## config.mk

```make
export PLATFORM = sky130hd
export DESIGN_NAME = fetchPredictTop
export DESIGN_NICKNAME = d
export VERILOG_FILES = /design/src/common/bpPkg.sv /design/src/bp/branchTargetBuffer.sv /design/src/bp/directionCounters.sv /design/src/bp/returnStack.sv /design/src/bp/predictionBackup.sv /design/src/bp/updateQueue.sv /design/src/bp/branchPredictor.sv /design/src/design/fetchPredictTop.sv
export SDC_FILE = /design/constraint.sdc
export NUM_CORES = 2
export LEC_CHECK = 0
export ABC_AREA = 1
export CAP_MARGIN = 0
export CORE_MARGIN = 10
export CORE_UTILIZATION = 40
export DETAILED_ROUTE_END_ITERATION = 16
export DONT_BUFFER_PORTS = 1
export GPL_ROUTABILITY_DRIVEN = 0
export PLACE_DENSITY = 0.64
export SYNTH_ARGS = -nofsm -noshare
export SYNTH_HDL_FRONTEND = slang
export SYNTH_HIERARCHICAL = 1
export SYNTH_SLANG_ARGS = --single-unit
export TNS_END_PERCENT = 100
```

## constraint.sdc

```tcl
create_clock -name clk -period 8 [get_ports clk]
set_clock_uncertainty 0.15 [all_clocks]
set_input_delay 0.4 -clock clk [delete_from_list [all_inputs] [get_ports clk]]
set_output_delay 0.4 -clock clk [all_outputs]
set_load 0.005 [all_outputs]
```

## src/common/bpPkg.sv

```systemverilog
`default_nettype none

package bpPkg;

    // Halfword PC and fetch block geometry
    localparam int pcWidth = 31;
    localparam int fetchOffBits = 2;
    localparam int fetchIdBits = 3;
    localparam int btbIdxBits = 4;
    localparam int ctrIdxBits = 6;
    localparam int rstackIdxBits = 3;

    typedef logic [fetchIdBits-1:0] FetchId_t;
    typedef logic [fetchOffBits-1:0] FetchOff_t;
    typedef logic [rstackIdxBits-1:0] RStackIdx_t;

    typedef enum logic [1:0] {btJump, btBranch, btCall, btReturn} BranchType_t;
    typedef enum logic [1:0] {raNone, raPush, raPop} RetAction_t;

    typedef struct packed {
        logic valid;
        BranchType_t brType;
        FetchOff_t offs;
        logic taken;
        logic [pcWidth-1:0] dst;
    } PredBranch;

    typedef struct packed {
        logic valid;
        logic [pcWidth-1:0] pc;
        BranchType_t brType;
        logic [pcWidth-1:0] dst;
    } BtbUpdate;

    typedef struct packed {
        logic valid;
        FetchId_t fetchId;
        logic [pcWidth-1:0] dst;
        // Stack action of the mispredicting instruction itself
        RetAction_t retAct;
    } Mispredict;

    typedef struct packed {
        logic valid;
        FetchId_t fetchId;
        logic taken;
    } BranchOutcome;

    typedef struct packed {
        logic valid;
        FetchId_t fetchId;
    } FetchLimit;

    typedef struct packed {
        logic [pcWidth-1:0] pc;
        FetchOff_t offs;
        logic hadBranch;
        RStackIdx_t rIdx;
    } BackupEntry;

endpackage

`default_nettype wire

```

## src/bp/branchTargetBuffer.sv

```systemverilog
`timescale 1ns/10ps
`default_nettype none

module branchTargetBuffer (
    input  wire                         clk,
    input  wire                         rst,
    input  wire [bpPkg::pcWidth-1:0]    lookupPc,
    output bpPkg::PredBranch            hit,
    input  bpPkg::BtbUpdate             btUpdate
);
    localparam int pcW = bpPkg::pcWidth;
    localparam int offW = bpPkg::fetchOffBits;
    localparam int idxW = bpPkg::btbIdxBits;
    localparam int tagW = pcW - offW - idxW;
    localparam int entries = 1 << idxW;

    typedef struct packed {
        logic [tagW-1:0] tag;
        bpPkg::FetchOff_t offs;
        bpPkg::BranchType_t brType;
        logic [pcW-1:0] dst;
    } BtbEntry;

    BtbEntry table_ [entries];
    logic [entries-1:0] entryValid;

    logic [idxW-1:0] rdIdx;
    logic [idxW-1:0] wrIdx;
    BtbEntry rdEntry;

    assign rdIdx = lookupPc[offW +: idxW];
    assign wrIdx = btUpdate.pc[offW +: idxW];
    assign rdEntry = table_[rdIdx];

    // A branch before the fetch entry offset is not part of this fetch
    always_comb begin
        hit.valid = entryValid[rdIdx] && rdEntry.tag == lookupPc[pcW-1:offW+idxW]
            && rdEntry.offs >= lookupPc[offW-1:0];
        hit.brType = rdEntry.brType;
        hit.offs = rdEntry.offs;
        hit.taken = 1'b1;
        hit.dst = rdEntry.dst;
    end

    always_ff @(posedge clk) begin
        if (rst)
            entryValid <= '0;
        else if (btUpdate.valid)
            entryValid[wrIdx] <= 1'b1;
        if (btUpdate.valid)
            table_[wrIdx] <= '{tag: btUpdate.pc[pcW-1:offW+idxW], offs: btUpdate.pc[offW-1:0],
                brType: btUpdate.brType, dst: btUpdate.dst};
    end

endmodule

`default_nettype wire

```

## src/bp/directionCounters.sv

```systemverilog
`timescale 1ns/10ps
`default_nettype none

module directionCounters (
    input  wire                         clk,
    input  wire                         rst,
    input  wire [bpPkg::pcWidth-1:0]    lookupPc,
    output logic                        taken,
    input  wire                         trainValid,
    input  wire                         trainTaken,
    input  wire [bpPkg::pcWidth-1:0]    trainPc
);
    localparam int idxW = bpPkg::ctrIdxBits;
    localparam int entries = 1 << idxW;

    logic [1:0] ctr [entries];
    logic [idxW-1:0] trainIdx;
    logic [1:0] trainCur;

    // Low PC bits hold block index and branch offset
    assign taken = ctr[lookupPc[idxW-1:0]][1];
    assign trainIdx = trainPc[idxW-1:0];
    assign trainCur = ctr[trainIdx];

    always_ff @(posedge clk) begin
        if (rst) begin
            // Weakly not-taken
            for (int i = 0; i < entries; i++)
                ctr[i] <= 2'b01;
        end else if (trainValid) begin
            if (trainTaken && trainCur != 2'b11)
                ctr[trainIdx] <= trainCur + 2'b01;
            else if (!trainTaken && trainCur != 2'b00)
                ctr[trainIdx] <= trainCur - 2'b01;
        end
    end

endmodule

`default_nettype wire

```

## src/bp/returnStack.sv

```systemverilog
`timescale 1ns/10ps
`default_nettype none

module returnStack (
    input  wire                         clk,
    input  wire                         rst,
    input  wire                         pcValid,
    input  bpPkg::PredBranch            predBr,
    input  wire [bpPkg::pcWidth-1:0]    blockPc,
    output logic [bpPkg::pcWidth-1:0]   top,
    output bpPkg::RStackIdx_t           idx,
    input  wire                         restoreValid,
    input  bpPkg::RStackIdx_t           restoreIdx
);
    localparam int pcW = bpPkg::pcWidth;
    localparam int offW = bpPkg::fetchOffBits;
    localparam int depth = 1 << bpPkg::rstackIdxBits;

    logic [pcW-1:0] stack [depth];
    bpPkg::RStackIdx_t ptr;
    logic [pcW-1:0] pushAddr;
    logic doPush;
    logic doPop;

    assign top = stack[ptr];
    assign idx = ptr;

    // Return lands on the halfword after the call
    assign pushAddr = {blockPc[pcW-1:offW], predBr.offs} + 1'b1;
    assign doPush = pcValid && predBr.valid && predBr.taken && predBr.brType == bpPkg::btCall;
    assign doPop = pcValid && predBr.valid && predBr.brType == bpPkg::btReturn;

    always_ff @(posedge clk) begin
        if (rst)
            ptr <= '0;
        else if (restoreValid)
            ptr <= restoreIdx;
        else if (doPush)
            ptr <= ptr + 1'b1;
        else if (doPop)
            ptr <= ptr - 1'b1;

        // Entries are kept as they are on a restore
        if (!restoreValid && doPush)
            stack[ptr + 1'b1] <= pushAddr;
    end

endmodule

`default_nettype wire

```

## src/bp/predictionBackup.sv

```systemverilog
`timescale 1ns/10ps
`default_nettype none

module predictionBackup (
    input  wire                 clk,
    input  wire                 we,
    input  bpPkg::FetchId_t     waddr,
    input  bpPkg::BackupEntry   wdata,
    input  wire                 re,
    input  bpPkg::FetchId_t     raddr,
    output bpPkg::BackupEntry   rdata
);
    localparam int entries = 1 << bpPkg::fetchIdBits;

    bpPkg::BackupEntry mem [entries];

    // Read data holds until the next read
    always_ff @(posedge clk) begin
        if (we)
            mem[waddr] <= wdata;
        if (re)
            rdata <= mem[raddr];
    end

endmodule

`default_nettype wire

```

## src/bp/updateQueue.sv

```systemverilog
`timescale 1ns/10ps
`default_nettype none

module updateQueue (
    input  wire                     clk,
    input  wire                     rst,
    input  bpPkg::BranchOutcome     in,
    input  wire                     deq,
    output bpPkg::BranchOutcome     head,
    output logic [2:0]              count
);
    bpPkg::BranchOutcome mem [4];
    logic [1:0] rdPtr;
    logic [1:0] wrPtr;
    logic doEnq;
    logic doDeq;

    assign doEnq = in.valid && count != 3'd4;
    assign doDeq = deq && count != 3'd0;

    always_comb begin
        head = mem[rdPtr];
        head.valid = count != 3'd0;
    end

    always_ff @(posedge clk) begin
        if (rst) begin
            rdPtr <= '0;
            wrPtr <= '0;
            count <= '0;
        end else begin
            if (doEnq)
                wrPtr <= wrPtr + 1'b1;
            if (doDeq)
                rdPtr <= rdPtr + 1'b1;
            count <= count + {2'b00, doEnq} - {2'b00, doDeq};
        end
        if (doEnq)
            mem[wrPtr] <= in;
    end

endmodule

`default_nettype wire

```

## src/bp/branchPredictor.sv

```systemverilog
`timescale 1ns/10ps
`default_nettype none

module branchPredictor #(
    parameter logic [bpPkg::pcWidth-1:0] entryPoint = '0
) (
    input  wire                         clk,
    input  wire                         rst,
    input  wire                         pcValid,
    input  bpPkg::FetchId_t             fetchId,
    input  bpPkg::Mispredict            mispr,
    input  bpPkg::BranchOutcome         outcome,
    output logic [bpPkg::pcWidth-1:0]   pc,
    output bpPkg::PredBranch            predBr,
    output bpPkg::FetchLimit            fetchLimit,
    output logic [bpPkg::pcWidth-1:0]   lookupPc,
    input  bpPkg::PredBranch            btbHit,
    input  wire                         ctrTaken,
    input  wire [bpPkg::pcWidth-1:0]    retTop,
    input  bpPkg::RStackIdx_t           rIdx,
    output logic                        restoreValid,
    output bpPkg::RStackIdx_t           restoreIdx,
    output logic                        bkWe,
    output bpPkg::FetchId_t             bkWaddr,
    output bpPkg::BackupEntry           bkWdata,
    output logic                        bkRe,
    output bpPkg::FetchId_t             bkRaddr,
    input  bpPkg::BackupEntry           bkRdata,
    output bpPkg::BranchOutcome         qIn,
    output logic                        qDeq,
    input  bpPkg::BranchOutcome         qHead,
    input  wire [2:0]                   qCount,
    output bpPkg::BranchOutcome         train,
    output logic [bpPkg::pcWidth-1:0]   trainPc
);
    localparam int pcW = bpPkg::pcWidth;
    localparam int offW = bpPkg::fetchOffBits;

    logic [pcW-1:0] pcReg;
    logic [pcW-1:0] nextPc;
    logic ignorePred;
    logic recValid;
    bpPkg::RetAction_t recRetAct;
    bpPkg::BranchOutcome updActive;

    assign pc = pcReg;

    // Counter lookup uses the offset of the branch found in the target buffer
    assign lookupPc = {pcReg[pcW-1:offW], btbHit.offs};

    always_comb begin
        predBr = '0;
        nextPc = {pcReg[pcW-1:offW] + 1'b1, {offW{1'b0}}};
        if (!ignorePred && btbHit.valid) begin
            predBr = btbHit;
            case (btbHit.brType)
                bpPkg::btReturn: begin
                    predBr.taken = 1'b1;
                    predBr.dst = retTop;
                end
                bpPkg::btBranch: predBr.taken = ctrTaken;
                default: predBr.taken = 1'b1;
            endcase
            if (predBr.taken)
                nextPc = predBr.dst;
        end
    end

    always_ff @(posedge clk) begin
        if (rst) begin
            pcReg <= entryPoint;
            ignorePred <= 1'b1;
        end else if (mispr.valid) begin
            // Redirect, next cycle fetches the corrected target unpredicted
            pcReg <= mispr.dst;
            ignorePred <= 1'b1;
        end else if (pcValid) begin
            pcReg <= nextPc;
            ignorePred <= 1'b0;
        end
    end

    // Save fetch-time state under the fetch ID
    assign bkWe = pcValid;
    assign bkWaddr = fetchId;
    assign bkWdata = '{pc: pcReg, offs: predBr.offs, hadBranch: predBr.valid, rIdx: rIdx};

    // One backup read per cycle, mispredicts first
    assign bkRe = mispr.valid || qHead.valid;
    assign bkRaddr = mispr.valid ? mispr.fetchId : qHead.fetchId;
    assign qDeq = !mispr.valid && qHead.valid;
    assign qIn = outcome;

    always_ff @(posedge clk) begin
        if (rst) begin
            recValid <= 1'b0;
            updActive.valid <= 1'b0;
        end else begin
            recValid <= mispr.valid;
            updActive.valid <= qDeq;
        end
        recRetAct <= mispr.retAct;
        updActive.fetchId <= qHead.fetchId;
        updActive.taken <= qHead.taken;
    end

    // Pointer at fetch time, then the mispredicting instruction's own action
    always_comb begin
        restoreValid = recValid;
        restoreIdx = bkRdata.rIdx;
        case (recRetAct)
            bpPkg::raPush: restoreIdx = bkRdata.rIdx + 1'b1;
            bpPkg::raPop: restoreIdx = bkRdata.rIdx - 1'b1;
            default: ;
        endcase
    end

    // Train only where a prediction was actually made
    always_comb begin
        train = updActive;
        train.valid = updActive.valid && bkRdata.hadBranch;
        trainPc = {bkRdata.pc[pcW-1:offW], bkRdata.offs};
    end

    // Keep fetch off IDs still needed by pending updates
    always_comb begin
        fetchLimit.valid = (qCount != 3'd0) || outcome.valid;
        fetchLimit.fetchId = qHead.valid ? qHead.fetchId : outcome.fetchId;
    end

endmodule

`default_nettype wire

```

## src/design/fetchPredictTop.sv

```systemverilog
`timescale 1ns/10ps
`default_nettype none

module fetchPredictTop #(
    parameter logic [bpPkg::pcWidth-1:0] entryPoint = 31'h0000_8000
) (
    input  wire                         clk,
    input  wire                         rst,
    input  wire                         pcValid,
    input  bpPkg::FetchId_t             fetchId,
    input  bpPkg::Mispredict            mispr,
    input  bpPkg::BtbUpdate             btUpdate,
    input  bpPkg::BranchOutcome         outcome,
    output logic [bpPkg::pcWidth-1:0]   pc,
    output bpPkg::PredBranch            predBr,
    output bpPkg::FetchLimit            fetchLimit,
    output logic [bpPkg::pcWidth-1:0]   retAddr
);
    logic [bpPkg::pcWidth-1:0] lookupPc;
    logic [bpPkg::pcWidth-1:0] trainPc;
    bpPkg::PredBranch btbHit;
    logic ctrTaken;
    bpPkg::RStackIdx_t rIdx;
    bpPkg::RStackIdx_t restoreIdx;
    logic restoreValid;
    logic bkWe;
    logic bkRe;
    bpPkg::FetchId_t bkWaddr;
    bpPkg::FetchId_t bkRaddr;
    bpPkg::BackupEntry bkWdata;
    bpPkg::BackupEntry bkRdata;
    bpPkg::BranchOutcome qIn;
    bpPkg::BranchOutcome qHead;
    bpPkg::BranchOutcome train;
    logic qDeq;
    logic [2:0] qCount;

    branchPredictor #(.entryPoint(entryPoint)) predictor (
        .clk(clk), .rst(rst), .pcValid(pcValid), .fetchId(fetchId), .mispr(mispr),
        .outcome(outcome), .pc(pc), .predBr(predBr), .fetchLimit(fetchLimit),
        .lookupPc(lookupPc), .btbHit(btbHit), .ctrTaken(ctrTaken), .retTop(retAddr),
        .rIdx(rIdx), .restoreValid(restoreValid), .restoreIdx(restoreIdx),
        .bkWe(bkWe), .bkWaddr(bkWaddr), .bkWdata(bkWdata), .bkRe(bkRe),
        .bkRaddr(bkRaddr), .bkRdata(bkRdata), .qIn(qIn), .qDeq(qDeq), .qHead(qHead),
        .qCount(qCount), .train(train), .trainPc(trainPc)
    );

    // Target buffer matches on the fetch PC itself
    branchTargetBuffer btb (
        .clk(clk), .rst(rst), .lookupPc(pc), .hit(btbHit), .btUpdate(btUpdate)
    );

    directionCounters counters (
        .clk(clk), .rst(rst), .lookupPc(lookupPc), .taken(ctrTaken),
        .trainValid(train.valid), .trainTaken(train.taken), .trainPc(trainPc)
    );

    returnStack rstack (
        .clk(clk), .rst(rst), .pcValid(pcValid), .predBr(predBr), .blockPc(pc),
        .top(retAddr), .idx(rIdx), .restoreValid(restoreValid), .restoreIdx(restoreIdx)
    );

    predictionBackup backup (
        .clk(clk), .we(bkWe), .waddr(bkWaddr), .wdata(bkWdata),
        .re(bkRe), .raddr(bkRaddr), .rdata(bkRdata)
    );

    updateQueue updQueue (
        .clk(clk), .rst(rst), .in(qIn), .deq(qDeq), .head(qHead), .count(qCount)
    );

endmodule

`default_nettype wire

```

* Word-level counts from Yosys, hierarchy flattened
Memories as Yosys holds them, arrays and structs flattened. A register that Yosys moved wholly into a read port is not among the register bits.
Index checks and enable logic that the tools add are counted.
** Storage, ports and cells
- Input bits :: 113
- Bits in registers :: 63
- Logic and storage cells :: 117
- Memories kept :: 5
- Output and inout port bits :: 103
- Bits in latches :: 0
- ROM bits :: 0
- RAM bits :: 1652
** Memories
- btb.table_ :: depth 16, bits a word 60, rd ports 1, clocked after memory_dff 1, write ports 1, line branchTargetBuffer.sv:24 : BtbEntry table_ [entries];
- backup.mem :: depth 8, bits a word 37, rd ports 1, clocked after memory_dff 1, write ports 1, line predictionBackup.sv:15 : bpPkg::BackupEntry mem [entries];
- rstack.stack :: depth 8, bits a word 31, rd ports 1, clocked after memory_dff 1, write ports 1, line returnStack.sv:19 : logic [pcW-1:0] stack [depth];
- counters.ctr :: depth 64, bits a word 2, rd ports 2, clocked after memory_dff 0, write ports 64, line directionCounters.sv:16 : logic [1:0] ctr [entries];
- updQueue.mem :: depth 4, bits a word 5, rd ports 1, clocked after memory_dff 1, write ports 1, line updateQueue.sv:12 : bpPkg::BranchOutcome mem [4];
** Cells by class
- $lt $le $gt $ge :: 4
- Shift operators :: 0
- Div/mod/pow operators :: 0
- Bitwise operators :: 2
- Multiply operators :: 0
- Equal/unequal tests :: 9
- Reductions and logical operators :: 27
- Multiplexer cells :: 47
- $add $sub $neg :: 12
** Operator list (number)
- 31-bit 2-to-1 mux :: 5
- 37-bit 2-to-1 mux :: 1
- 31-bit by 1-bit adder with 31-bit output (second input constant) :: 1
- 29-bit by 1-bit adder with 29-bit output (second input constant) :: 1
- 25-bit == test :: 1
- 1-bit 2-to-1 mux :: 24
- 3-bit 2-to-1 mux :: 7
- 16-bit OR :: 1
- 1-bit logical AND :: 15
- 4-bit by 5-bit < comparator with 1-bit output (second input constant) :: 2
- 2-bit == test (second input constant) :: 4
- 2-bit 2-to-1 mux :: 4
- 4-bit 2-to-1 mux :: 2
- 2-bit by 1-bit adder with 2-bit output (second input constant) :: 3
- 3-bit by 1-bit adder with 3-bit output (second input constant) :: 2
- 6-bit 2-to-1 mux :: 1
- 3-bit case mux with 2 select lines :: 1
- 3-bit nonzero test :: 2
- 3-bit by 1-bit subtractor with 3-bit output (second input constant) :: 2
- 1-bit binary-select mux with 4-bit select :: 1
- 1-bit demux with 4-bit select :: 1
- 2-bit by 1-bit == test with 1-bit output (second input constant) :: 2
- 4-bit by 1-bit greater-or-equal comparator with 1-bit output (second input constant) :: 1
- 1-bit zero test :: 4
- 10 further kinds :: 13

* Logic depth before layout (Yosys ltp)
- Depth in word-level cells :: 14
- Mapped depth :: 34
- Mapped depth without buffers :: 27

* Modules after synthesis
Netlist, hierarchy kept.
** By module, submodules not included
- branchTargetBuffer :: seq. area each 29148.0 µm², area an instance 39295.2 µm², instances 1, cells each 3197
- predictionBackup :: seq. area each 9999.6 µm², area an instance 14112.3 µm², instances 1, cells each 1334
- returnStack :: seq. area each 7567.3 µm², area an instance 10929.2 µm², instances 1, cells each 1006
- directionCounters :: seq. area each 3843.7 µm², area an instance 7587.3 µm², instances 1, cells each 984
- branchPredictor :: seq. area each 800.8 µm², area an instance 4073.9 µm², instances 1, cells each 633
- updateQueue :: seq. area each 660.6 µm², area an instance 1082.3 µm², instances 1, cells each 103

* Worst setup path before layout
No wires, ideal clock.
- Kind :: reg2reg
- Start :: register predictor.pcReg[2], in the netlist predictor/pc[2]
- End :: memory rstack/stack[0][0] (netlist bit) (enable)
- Path buffers :: 7
- Setup time :: 0.419 ns
- Slack :: 1.802 ns
- Stages on the path, launching flop included :: 30
- Arrival :: 5.629 ns
- Period minus slack after synthesis :: 6.198 ns
- Cells stage by stage :: dfxtp_1 -> buf_4 -> inv_2 -> buf_6 -> buf_6 -> buf_4 -> buf_2 -> clkbuf_1 -> o21ai_0 -> o221ai_1 -> o211ai_1 -> nand2_1 -> ha_1 -> o21ai_0 -> nand2_1 -> nand3_1 -> nor2_1 -> nand2_1 -> nor2_1 -> nand3_1 -> nor2_1 -> inv_1 -> nor2_1 -> clkinv_1 -> clkbuf_1 -> nor2_1 -> nand3_1 -> nor2_1 -> nand3_1 -> nor2_1
** RTL lines
- start, declared :: line branchPredictor.sv:39 : logic [pcW-1:0] pcReg;
- start signal, assigned :: line branchPredictor.sv:71 : pcReg <= entryPoint;
- start signal, assigned :: line branchPredictor.sv:75 : pcReg <= mispr.dst;
- start signal, assigned :: line branchPredictor.sv:78 : pcReg <= nextPc;
- end, declared :: line returnStack.sv:19

==> qor.csv <==
metric;value;unit
crit_path_max_incr_delay;1.48;ns
drtIter0Drc;4955;
startpoint_type;flop;
clk_path_buf_depth;3;
outcome;finished, violations left;
crit_arrival;7.29;ns
syn_inst;6255;
ant_nets;0;
synth_warnings;6;
gr-total-overflow;0;
viasPerCell;5.50;
track_usage;0.216;
seqPwrFrac;0.459;
peakVddDrop;0.401;mV
rows;149;
fmax;128;MHz
post_cts_buffers;0;
nFillCells;14900;
intPower;0.0139;W
avgSynthCellArea;10.6;µm²
design.portCount;216;
nNetsFinal;6359;
die_w;428;µm
io_buffers;0;
critPathSlowestCell;mux2i_1;
cp.required;7.45;ns
grt_pass1_vias;45100;
clock_power_share;0.384;
switching_share;0.292;
cp_max_fo;164;
grt_antenna_before_repair;28;
core;165000;µm²
grt_max_degree;165;
wl_per_cell;23.6;µm
pwr-share-comb;0.157;
cts.clk_slew.worst_paths;0.06;ns
drive_above_1_share;0.0722;
drv_slew;4;
final-hold-violation-count;0;
layout_min_cycle_time;7.84;ns
critical_path_class;flop to output port;
syn_area;66500;µm²
tightest_slew;1.64;ns
final.period_utilization;0.980;
die_area;183000;µm²
synth.net_count;6383;
critical_path.endpoint_type;output port;
start_util;0.403;
clock_latency;0.80;ns
setup_tns;0;ns
dp_cells;8134;
ff_latch_area;44700;µm²
p_leak;26.9;nW
firstDrtPassIters;8;
crit_path_frequent_cell;buf_4;
vias;47100;
cts_sinks;1510;
finalSetupViolations;0;
switchingPower;0.00572;W
relSlewSlack;-0.123;
cts-root-buf;clkbuf_16;
drt-total-wl;202000;µm
htree_levels;4;
grt_pass1_wl;296000;µm
crit_chain;inv_8 > buf_4 > buf_4 > o21ai_0 > o221ai_1 > nand3_1 > nand2_1 > nand2_2 > mux2i_1 > nor2_1 > buf_4;
rsz0062_at_grt;false;
post-dp-hpwl;118000;µm
area_delta_synth_final;12.4;%
violations;capacitance limit, slew limit;
drc;0;
cap_violations;3;
numCtsBuffers;157;
instances_no_fill;8558;
p_per_area;262;nW/µm²
hp-class;input pin to flop;
cts_tree;done;
ctsResizeCount;0;
multi_input_area;18100;µm²
die_y;428;µm
final timing paths:
kind	startpoint	end	slack, ns	cells after the start
worst min-delay path	fetchId[0]	backup/mem[6][2]	0.06	3
worst max register to register	predictor/pc[2]	rstack/stack[6][30]	0.47	25
worst min register to register	btb/entryValid[0]	btb/entryValid[0]	0.31	2
worst max-delay path	predictor/pc[2]	predBr[24]	0.16	11
layer usage:
| metal | vias up | part of all wire | GRT usage |
|---|---|---|---|
| met3 | 530 | 0.080 | 0.0402 |
| met2 | 2167 | 0.48 | 0.358 |
| met4 | 10 | 0.067 | 0.131 |
| met1 | 22800 | 0.37 | 0.262 |
| met5 | - | 0.00028 | 0 |
| li1 | 21500 | - | - |
registers in the layout, summed over array words and instances, names as in the netlist, 3 cells and up, named ones only:
| register | flops |
|---|---|
| backup/mem | 80 |
| backup/rdata | 10 |
| btb/entryValid | 16 |
| btb/table_ | 960 |
| counters/ctr | 128 |
| predictor/pc | 31 |
| rstack/idx | 3 |
| rstack/stack | 248 |
| updQueue/count | 3 |
| updQueue/mem | 16 |
per-stage QoR:
| stage | worst slack (ns) | area, µm² | util | hold WS, ns | total power, W |
|---|---|---|---|---|---|
| floorplan | 1.80 | 66500 | - | 0.278 | 0.0111 |
| global placement | 0.787 | 68100 | 0.413 | 0.278 | 0.0120 |
| detailed placement | 0.682 | 68100 | 0.413 | 0.278 | 0.0121 |
| CTS | 0.590 | 74700 | 0.453 | 0.00514 | 0.0196 |
| global route | 0.112 | 74700 | 0.453 | 0.0707 | 0.0203 |
| finish | 0.161 | 74700 | 0.453 | 0.0563 | 0.0196 |
worst max-delay path: cells and delay by family (launching register included):
kind / cells / cell delay, ns
and+or+nand+nor: 4 / 1.48
muxes: 1 / 1.48
AOI/OAI and AO/OA: 2 / 0.45
buffers and inverters: 4 / 2.20
DFF: 1 / 0.51
power by group through the flow:
| stage | Combinational [W] | Clock, W | Sequential [W] |
|---|---|---|---|
| global route | 0.00336 | 0.00790 | 0.00901 |
| CTS | 0.00304 | 0.00757 | 0.00899 |
| detailed placement | 0.00290 | 0 | 0.00916 |
| global placement | 0.00287 | 0 | 0.00916 |
| floorplan | 0.00205 | 0 | 0.00908 |
| finish | 0.00307 | 0.00752 | 0.00899 |
final cells by class:
cell class | instances | area share
flip-flops and latches | 1510 | 0.598
multi-input cells | 3910 | 0.243
clock buffers | 202 | 0.0568
well taps | 2189 | 0.0367
repair buffers | 267 | 0.0318
inverters | 385 | 0.0197
clock inverters | 84 | 0.0140
diodes | 11 | 0.000368
layout by cell type, fill, tap and decap left out, drive strengths merged, types with 2 or more instances in the layout:
| cell | count |
|---|---|
| a21oi | 72 |
| a22oi | 22 |
| a31oi | 7 |
| buf | 143 |
| bufinv | 17 |
| clkbuf | 202 |
| clkinv | 58 |
| clkinvlp | 4 |
| dfxtp | 68 |
| diode | 11 |
| dlygate4sd3 | 124 |
| edfxtp | 1442 |
| fa | 2 |
| ha | 13 |
| inv | 390 |
| mux2i | 25 |
| nand2 | 1478 |
| nand3 | 423 |
| nand3b | 14 |
| nand4 | 70 |
| nor2 | 898 |
| nor3 | 22 |
| o211ai | 56 |
| o21ai | 611 |
| o221ai | 106 |
| o22ai | 48 |
| or2 | 9 |
| xnor2 | 14 |
| xor2 | 15 |
what timing repair did:
| item | 4_1_cts | 5_1_grt |
|---|---|---|
| endpoints found under the hold margin | 1119 | 0 |
| setup endpoints to repair | 0 | 0 |
| hold buffers | 126 | 0 |
No activity file was read; power rests on OpenSTA's default activity.
